## config.mk

```make
export PLATFORM = sky130hd
export DESIGN_NAME = dcache_top
export DESIGN_NICKNAME = d
export VERILOG_FILES = /design/src/design/dcache_pkg.sv /design/src/design/dcache_array_if.sv /design/src/design/dcache_array.sv /design/src/design/flush_walker.sv /design/src/design/dcache_ctrl.sv /design/src/design/dcache_top.sv
export VERILOG_INCLUDE_DIRS = /design/src /design/src/include
export SDC_FILE = /design/constraint.sdc
export NUM_CORES = 2
export LEC_CHECK = 0
export CORE_AREA = 5 5 383 667
export DETAILED_ROUTE_END_ITERATION = 16
export DIE_AREA = 0 0 388 672
export DONT_BUFFER_PORTS = 1
export SETUP_SLACK_MARGIN = 0.02
export SLEW_MARGIN = 5
export SYNTH_ARGS = -nofsm -noshare
export SYNTH_HDL_FRONTEND = slang
export SYNTH_HIERARCHICAL = 1
export SYNTH_SLANG_ARGS = --single-unit
```

## constraint.sdc

```tcl
create_clock -name CLK -period 15.9 [get_ports CLK]
set_input_delay 1.59 -clock CLK [delete_from_list [all_inputs] [get_ports CLK]]
set_output_delay 1.59 -clock CLK [all_outputs]
set_load 0.01 [all_outputs]
```

## src/include/dcache_config.svh

```systemverilog
// data cache geometry, word width and poison value macros
`ifndef DCACHE_CONFIG_SVH
`define DCACHE_CONFIG_SVH

// datapath word and address width
`define DCACHE_WORD_W 32

// eight sets, so three index bits
`define DCACHE_IDX_W 3

// tag is what remains above index, block offset and byte offset
`define DCACHE_TAG_W 26

// two-way set associative
`define DCACHE_WAYS 2

// driven on data and address outputs that carry nothing
`define DCACHE_POISON 32'hBAD1BAD1

`endif

```

## src/design/dcache_pkg.sv

```systemverilog
// word, address split, cache line and controller state types
`include "dcache_config.svh"

package dcache_pkg;

  typedef logic [`DCACHE_WORD_W-1:0] word_t;

  // split of a datapath address, byte offset is ignored
  typedef struct packed {
    logic [`DCACHE_TAG_W-1:0] tag;
    logic [`DCACHE_IDX_W-1:0] idx;
    logic                     blkoff;
    logic [1:0]               bytoff;
  } dcache_addr_t;

  typedef struct packed {
    logic [`DCACHE_TAG_W-1:0] tag;
    word_t [1:0]              data;
    logic                     valid;
    logic                     dirty;
  } dcache_line_t;

  typedef enum logic [3:0] {
    IDLE, WB_WORD0, WB_WORD1,
    FILL_WORD0, FILL_WORD1,
    FLUSH_SCAN, FLUSH_WORD0, FLUSH_WORD1,
    FLUSHED
  } dcache_state_e;

endpackage

```

## src/design/dcache_array_if.sv

```systemverilog
// lookup, victim and update signals between cache controller and line storage
`timescale 1ns/1ps
`include "dcache_config.svh"

interface dcache_array_if
  import dcache_pkg::*;
();
  // lookup, driven by the controller
  logic [`DCACHE_IDX_W-1:0] idx;
  logic [`DCACHE_TAG_W-1:0] tag;
  logic                     sel_way;      // way for line_data and all updates

  // lookup results
  logic                     hit;
  logic                     hit_way;
  word_t [1:0]              hit_data;
  logic                     victim_way;   // lru way of the set
  logic [`DCACHE_TAG_W-1:0] victim_tag;
  logic                     victim_valid;
  logic                     victim_dirty;
  dcache_line_t             line_data;    // whole line at idx and sel_way

  // updates, applied at the clock edge
  logic                     wr_word;      // store hit, sets dirty
  logic                     wr_word_sel;  // word offset for store and fill
  logic                     fill_word;
  word_t                    fill_data;    // store data or fill word
  logic                     fill_done;
  logic                     mark_clean;
  logic                     touch;

  modport ctrl (
    output idx, tag, sel_way, wr_word, wr_word_sel, fill_word, fill_data,
    output fill_done, mark_clean, touch,
    input  hit, hit_way, hit_data, victim_way, victim_tag, victim_valid,
    input  victim_dirty, line_data
  );

  modport array (
    input  idx, tag, sel_way, wr_word, wr_word_sel, fill_word, fill_data,
    input  fill_done, mark_clean, touch,
    output hit, hit_way, hit_data, victim_way, victim_tag, victim_valid,
    output victim_dirty, line_data
  );

endinterface

```

## src/design/dcache_array.sv

```systemverilog
// tag, data, valid, dirty and lru storage with hit compare and update port
`timescale 1ns/1ps
`include "dcache_config.svh"

module dcache_array
  import dcache_pkg::*;
(
  input  logic          CLK,
  input  logic          nRST,
  dcache_array_if.array arr
);

  localparam int SETS = 1 << `DCACHE_IDX_W;

  logic [`DCACHE_TAG_W-1:0] tag_mem  [`DCACHE_WAYS][SETS];
  word_t [1:0]              data_mem [`DCACHE_WAYS][SETS];

  logic [`DCACHE_WAYS-1:0][SETS-1:0] valid;
  logic [`DCACHE_WAYS-1:0][SETS-1:0] dirty;
  logic [SETS-1:0]                   lru;      // way to replace next in each set
  logic [`DCACHE_WAYS-1:0]           way_hit;

  always_comb begin
    for (int w = 0; w < `DCACHE_WAYS; w++) begin
      way_hit[w] = valid[w][arr.idx] && (tag_mem[w][arr.idx] == arr.tag);
    end
  end

  assign arr.hit      = |way_hit;
  assign arr.hit_way  = way_hit[1];          // way 0 when neither matches
  assign arr.hit_data = data_mem[arr.hit_way][arr.idx];

  // victim view follows the lru bit of the set
  assign arr.victim_way   = lru[arr.idx];
  assign arr.victim_tag   = tag_mem[arr.victim_way][arr.idx];
  assign arr.victim_valid = valid[arr.victim_way][arr.idx];
  assign arr.victim_dirty = dirty[arr.victim_way][arr.idx];

  assign arr.line_data = '{
    tag:   tag_mem[arr.sel_way][arr.idx],
    data:  data_mem[arr.sel_way][arr.idx],
    valid: valid[arr.sel_way][arr.idx],
    dirty: dirty[arr.sel_way][arr.idx]
  };

  // line status and replacement state
  always_ff @(posedge CLK, negedge nRST) begin
    if (!nRST) begin
      valid <= '0;
      dirty <= '0;
      lru   <= '0;
    end else begin
      if (arr.wr_word) begin
        dirty[arr.sel_way][arr.idx] <= 1'b1;
      end
      if (arr.fill_done) begin
        valid[arr.sel_way][arr.idx] <= 1'b1;
        dirty[arr.sel_way][arr.idx] <= 1'b0;
      end
      if (arr.mark_clean) begin
        dirty[arr.sel_way][arr.idx] <= 1'b0;
      end
      if (arr.touch) begin
        lru[arr.idx] <= ~arr.sel_way;  // other way becomes lru
      end
    end
  end

  // payload storage
  always_ff @(posedge CLK) begin
    if (arr.wr_word || arr.fill_word) begin
      data_mem[arr.sel_way][arr.idx][arr.wr_word_sel] <= arr.fill_data;
    end
    if (arr.fill_done) begin
      tag_mem[arr.sel_way][arr.idx] <= arr.tag;
    end
  end

endmodule

```

## src/design/flush_walker.sv

```systemverilog
// slot counter stepping over every way and set during a flush
`timescale 1ns/1ps
`include "dcache_config.svh"

module flush_walker (
  input  logic                   CLK,
  input  logic                   nRST,
  input  logic                   step,
  output logic [`DCACHE_IDX_W:0] slot,
  output logic                   last
);

  // upper bit is the way, lower bits the set, so way 0 is walked first
  always_ff @(posedge CLK, negedge nRST) begin
    if (!nRST) begin
      slot <= '0;
    end else if (step) begin
      slot <= slot + 1'b1;   // wraps to zero after the last slot
    end
  end

  assign last = &slot;

endmodule

```

## src/design/dcache_ctrl.sv

```systemverilog
// cache controller FSM for hits, write-back, fill, flush and memory bus outputs
`timescale 1ns/1ps
`include "dcache_config.svh"

module dcache_ctrl
  import dcache_pkg::*;
(
  input  logic                   CLK,
  input  logic                   nRST,
  input  logic                   dmem_ren,
  input  logic                   dmem_wen,
  input  word_t                  dmem_addr,
  input  word_t                  dmem_store,
  input  logic                   halt,
  input  logic                   mem_wait,
  input  word_t                  mem_load,
  output logic                   dhit,
  output word_t                  dmem_load,
  output logic                   flushed,
  output logic                   mem_ren,
  output logic                   mem_wen,
  output word_t                  mem_addr,
  output word_t                  mem_store,
  dcache_array_if.ctrl           arr,
  output logic                   walk_step,
  input  logic [`DCACHE_IDX_W:0] walk_slot,
  input  logic                   walk_last
);

  dcache_state_e            state, state_nxt;
  dcache_addr_t             req;
  logic                     flush_mode;  // walker owns the array index
  logic                     word_sel;    // second word of the block
  logic [`DCACHE_TAG_W-1:0] wb_tag;

  assign req        = dmem_addr;
  assign flush_mode = (state == FLUSH_SCAN) || (state == FLUSH_WORD0) ||
                      (state == FLUSH_WORD1);
  assign word_sel   = (state == WB_WORD1) || (state == FILL_WORD1) ||
                      (state == FLUSH_WORD1);
  assign wb_tag     = flush_mode ? arr.line_data.tag : arr.victim_tag;
  assign flushed    = (state == FLUSHED);

  always_ff @(posedge CLK, negedge nRST) begin
    if (!nRST) begin
      state <= IDLE;
    end else begin
      state <= state_nxt;
    end
  end

  // array addressing
  always_comb begin
    arr.tag = req.tag;
    if (flush_mode) begin
      arr.idx     = walk_slot[`DCACHE_IDX_W-1:0];
      arr.sel_way = walk_slot[`DCACHE_IDX_W];
    end else begin
      arr.idx     = req.idx;
      arr.sel_way = (state == IDLE) ? arr.hit_way : arr.victim_way;
    end
  end

  always_comb begin
    state_nxt       = state;
    dhit            = 1'b0;
    dmem_load       = `DCACHE_POISON;
    mem_ren         = 1'b0;
    mem_wen         = 1'b0;
    mem_addr        = `DCACHE_POISON;
    mem_store       = `DCACHE_POISON;
    walk_step       = 1'b0;
    arr.wr_word     = 1'b0;
    arr.wr_word_sel = req.blkoff;
    arr.fill_word   = 1'b0;
    arr.fill_data   = dmem_store;
    arr.fill_done   = 1'b0;
    arr.mark_clean  = 1'b0;
    arr.touch       = 1'b0;

    case (state)
      IDLE: begin
        if (dmem_ren || dmem_wen) begin
          if (arr.hit) begin
            dhit      = 1'b1;
            arr.touch = 1'b1;
            if (dmem_ren) begin
              dmem_load = arr.hit_data[req.blkoff];
            end else begin
              arr.wr_word = 1'b1;
            end
          end else if (arr.victim_valid && arr.victim_dirty) begin
            state_nxt = WB_WORD0;   // victim must go out first
          end else begin
            state_nxt = FILL_WORD0;
          end
        end else if (halt) begin
          state_nxt = FLUSH_SCAN;
        end
      end

      // miss victim and flushed line share the write path
      WB_WORD0, WB_WORD1, FLUSH_WORD0, FLUSH_WORD1: begin
        mem_wen   = 1'b1;
        mem_addr  = {wb_tag, arr.idx, word_sel, 2'b00};
        mem_store = arr.line_data.data[word_sel];
        if (!mem_wait) begin
          case (state)
            WB_WORD0:    state_nxt = WB_WORD1;
            WB_WORD1:    state_nxt = FILL_WORD0;
            FLUSH_WORD0: state_nxt = FLUSH_WORD1;
            default: begin
              arr.mark_clean = 1'b1;
              walk_step      = 1'b1;
              state_nxt      = walk_last ? FLUSHED : FLUSH_SCAN;
            end
          endcase
        end
      end

      FILL_WORD0, FILL_WORD1: begin
        mem_ren         = 1'b1;
        mem_addr        = {req.tag, req.idx, word_sel, 2'b00};
        arr.wr_word_sel = word_sel;
        arr.fill_data   = mem_load;
        if (!mem_wait) begin
          arr.fill_word = 1'b1;
          arr.fill_done = word_sel;   // tag and valid land with the last word
          state_nxt     = word_sel ? IDLE : FILL_WORD1;
        end
      end

      FLUSH_SCAN: begin
        if (arr.line_data.valid && arr.line_data.dirty) begin
          state_nxt = FLUSH_WORD0;
        end else begin
          walk_step = 1'b1;   // clean or empty slot, skip it
          if (walk_last) begin
            state_nxt = FLUSHED;
          end
        end
      end

      default: ;  // FLUSHED holds and ignores requests
    endcase
  end

endmodule

```

## src/design/dcache_top.sv

```systemverilog
// cache top level joining controller, line storage and flush walker
`timescale 1ns/1ps
`include "dcache_config.svh"

module dcache_top
  import dcache_pkg::*;
(
  input  logic  CLK,
  input  logic  nRST,
  input  logic  dmem_ren,
  input  logic  dmem_wen,
  input  word_t dmem_addr,
  input  word_t dmem_store,
  input  logic  halt,
  output logic  dhit,
  output word_t dmem_load,
  output logic  flushed,
  output logic  mem_ren,
  output logic  mem_wen,
  output word_t mem_addr,
  output word_t mem_store,
  input  word_t mem_load,
  input  logic  mem_wait
);

  dcache_array_if arr_if ();

  logic                   walk_step;
  logic [`DCACHE_IDX_W:0] walk_slot;
  logic                   walk_last;

  dcache_ctrl u_ctrl (
    .CLK        (CLK),
    .nRST       (nRST),
    .dmem_ren   (dmem_ren),
    .dmem_wen   (dmem_wen),
    .dmem_addr  (dmem_addr),
    .dmem_store (dmem_store),
    .halt       (halt),
    .mem_wait   (mem_wait),
    .mem_load   (mem_load),
    .dhit       (dhit),
    .dmem_load  (dmem_load),
    .flushed    (flushed),
    .mem_ren    (mem_ren),
    .mem_wen    (mem_wen),
    .mem_addr   (mem_addr),
    .mem_store  (mem_store),
    .arr        (arr_if.ctrl),
    .walk_step  (walk_step),
    .walk_slot  (walk_slot),
    .walk_last  (walk_last)
  );

  dcache_array u_array (
    .CLK  (CLK),
    .nRST (nRST),
    .arr  (arr_if.array)
  );

  flush_walker u_walker (
    .CLK  (CLK),
    .nRST (nRST),
    .step (walk_step),
    .slot (walk_slot),
    .last (walk_last)
  );

endmodule

```

==> summary.txt <==
Relative slew slack: 0.05708
Largest net degree at the start of global routing: 119
Outcome: finished clean
Startpoint types: flop
Num Clock Sinks: 1488
Slew Viols, Final: 0
CP Max Fanout: 60
Cell count after synthesis: 4385
Leakage: 24.37 nW
Critical path cell sequence: inv_2 -> a211oi_4 -> buf_4 -> mux2_8 -> buf_4 -> mux4_2 -> mux2i_1 -> xnor2_1 -> nor4_1 -> nand4_1 -> nor3_4 -> buf_4 -> mux2i_1 -> o21ai_4 -> buf_4 -> buf_4 -> mux4_2 -> mux4_2 -> mux2_1 -> a221o_1
DR iter-0 viols: 4804
Minimum clock period: 13.35 ns
Post-Syn Area: 74440 um2
Grt total ovfl: 0
RSZ-0062 raised after global routing: no
First-pass GRT wire length: 344400 um
Vias in the first global route: 45889
Via count: 45073
#FFs+latches synth: 1488
Area Growth Syn to Fin: 11.26%
GR Layer Usage met2: 0.3149
Synthesized Nets: 4488
Most used routing layer: met2
Via-to-Cell Ratio: 5.846
Post-CTS resize count: 0
Gr usage total: 0.1835
H-tree depth: 4
Seq/Total Area, Yosys: 0.5971
Core area: 249600 um2
Critical path class: reg -> out
Reg2Reg Depth: 24
Slowest stage delay, CP: 1.14 ns
Slowest CP cell: nor4_1
Routability Congestion: 0.8272
Layout cells sized above 1: 0.2477
IO Count: 202
TritonCTS clock tree: built
Logic pwr share: 0.053
Sequential Power Share: 0.523
Cell mode on critical path: buf_4
Initial antenna violation count: 4
Rows: 243
Pwr Total: 0.008223 W
I/O Buffers: 0
Clock Skews: 0.04307 ns
Nets@finish: 4387
Inserted Clock Buffers: 149
Synth warn: 6
CTS max path bufs: 3
VDD IR max: 0.00008906 V
Max frequency: 0.07488 GHz
Power per Cell Area: 99.29 nW/um2
Average cell area after synthesis: 16.97 um2
Synth unique cells: 72
Global-route met3 utilization: 0.03846
Fin. Hold Viols: 0
Die H: 672 um
P_sw: 0.001842 W
Dominant synthesized flop cell: edfxtp_1
Fillers: 23623
Crit path capture type: output port
Clock power frac: 0.424
Clock root buffer: clkbuf_16
Total negative slack: 0 ns
Number of synthesized flops with an enable pin: 1440
Final setup vio count: 0
Reg clk slew, reported paths: 0.07 ns
Internal power: 0.006381 W
Clk_lat worst skew: 0.82 ns
Hold_buf cts: 0
Max-Cap Viols: 0
Drt drc: 0
Die Area: 260700 um2
Grt met1 use: 0.2232
Worst min-delay path class: in -> async
Post-route ant nets: 0
Post-CTS Setup Bufs: 0
Worst EP required: 14.31 ns
Final period utilization: 0.8399
WL/cell: 32.12 um
Pre-antenna DRT Iters: 6
Post-DP HPWL: 141700 um
Worst-margin pin slew: 1.419 ns
Seq. cell area: 44440 um2
Die width: 388 um
Ys async rst share: 0.03226
Worst Path Arrival: 11.76 ns
Hold Slack: 0.4792 ns
Post-Route WL: 247700 um
Sw Ratio: 0.2240
Multi-input gate area in the final layout: 28340 um2
Initial Utilization: 0.2982
[path summary, 6_finish.rpt]
path	startpoint	end	slack, ns
setup / recovery	u_ctrl/state[1]	mem_addr[13]	2.55
hold / removal	nRST	u_walker/slot[0]	0.48
setup reg to reg	u_ctrl/state[1]	u_walker/slot[3]	4.33
hold reg to reg	u_array/lru[5]	u_array/lru[5]	0.49
max in group asynchronous	nRST	u_array/lru[4]	15.27
min in group CLK	u_array/lru[5]	u_array/lru[5]	0.49
[critical path, delay by kind of cell, from the launching register on]
| kind | cells | cell delay [ns] |
|---|---|---|
| compound gates | 3 | 0.99 |
| buf+inv | 6 | 3.96 |
| simple gates | 3 | 1.79 |
| xor+xnor | 1 | 0.16 |
| mux | 7 | 3.12 |
| flops | 1 | 0.71 |
[cells in the mapped netlist, types with 5 or more instances]
cell type,instances,share of area
buf_8,8,0.0016
mux2_1,14,0.0021
nand2_1,184,0.0093
nor3_1,30,0.0020
nor4_1,9,0.00076
nor2b_1,7,0.00059
nand3_1,54,0.0036
a21oi_1,80,0.0054
dfrtp_1,48,0.016
o2bb2ai_1,11,0.0013
inv_1,6,0.00030
buf_6,23,0.0035
mux2i_1,713,0.096
xnor2_1,34,0.0040
edfxtp_1,1440,0.58
mux4_2,584,0.18
a221oi_1,16,0.0019
a22oi_1,9,0.00091
o22ai_1,300,0.025
buf_2,72,0.0048
clkbuf_1,176,0.0089
o21ai_0,67,0.0045
a221o_1,19,0.0026
or4b_1,64,0.0086
nor2_1,102,0.0051
buf_4,71,0.0072
nand4_1,8,0.00067
a31oi_1,22,0.0018
and2_1,5,0.00042
or2_2,17,0.0014
a211o_1,16,0.0019
mux2_2,53,0.0080
xor2_1,21,0.0025
buf_1,39,0.0020
[sequential cells by signal (all words and copies together) (netlist names)]
name / count
u_array/dirty: 16
u_array/valid: 16
u_walker/slot: 4
u_ctrl/state: 4
u_array/lru: 8
u_array/tag_mem: 416
u_array/data_mem: 1024
[logic make-up (layout without fill, tap and decap cells)]
logic type	count (synthesis)	after routing	share of synthesized area
DFF	1488	1488	0.5971
muxes	1364	1364	0.2827
AOI/OAI and AO/OA	571	571	0.04934
and+or+nand+nor	505	505	0.03547
buffers and inverters	400	416	0.02873
xor gates and xnor gates	55	55	0.006472
adders and majority gates	1	1	0.0001681
other	1	3	0.00005038
[per-layer routing]
metal | share of wire | vias to the layer above
met5 | 0 | -
met4 | 0.047 | 0
met3 | 0.088 | 566
met2 | 0.50 | 2316
met1 | 0.37 | 24119
li1 | - | 18072
[power groups by stage]
stage	Sequential, W	Combinational (W)	Clock, W
6_report	0.00430	0.000436	0.00349
4_1_cts	0.00430	0.000435	0.00354
3_5_place_dp	0.00438	0.000434	0
5_1_grt	0.00430	0.000456	0.00369
2_1_floorplan	0.00438	0.000300	0
3_3_place_gp	0.00438	0.000429	0
[placed cells by master (no fill, tap or decap), drive strengths merged, types with 64 or more instances in the layout]
master,instances
o21ai,69
nand2,184
clkbuf,180
or4b,64
buf,139
mux2,67
o22ai,300
a21oi,82
nor2,105
edfxtp,1440
mux4,584
mux2i,713
[per-stage QoR]
step / setup slack (ns) / utilization / instance area, um2 / std cells
after floorplan: 7.169 / - / 74440 / 4385
after global placement: 3.571 / 0.3128 / 78090 / 7440
after detailed placement: 3.504 / 0.3128 / 78090 / 7440
after CTS: 2.604 / 0.3317 / 82810 / 7708
after global routing: 2.231 / 0.3317 / 82810 / 7709
final: 2.545 / 0.3318 / 82810 / 7710
[layout make-up]
| class | instances | area share |
|---|---|---|
| sequential | 1488 | 0.5367 |
| multi-input combinational | 2497 | 0.3422 |
| tap | 3307 | 0.04996 |
| clock buffer | 180 | 0.04694 |
| timing repair buffer | 139 | 0.01351 |
| clock inverter | 88 | 0.01006 |
| inverter | 9 | 0.0005439 |
| antenna | 2 | 0.00006043 |
(Power assumes the default switching activity.)
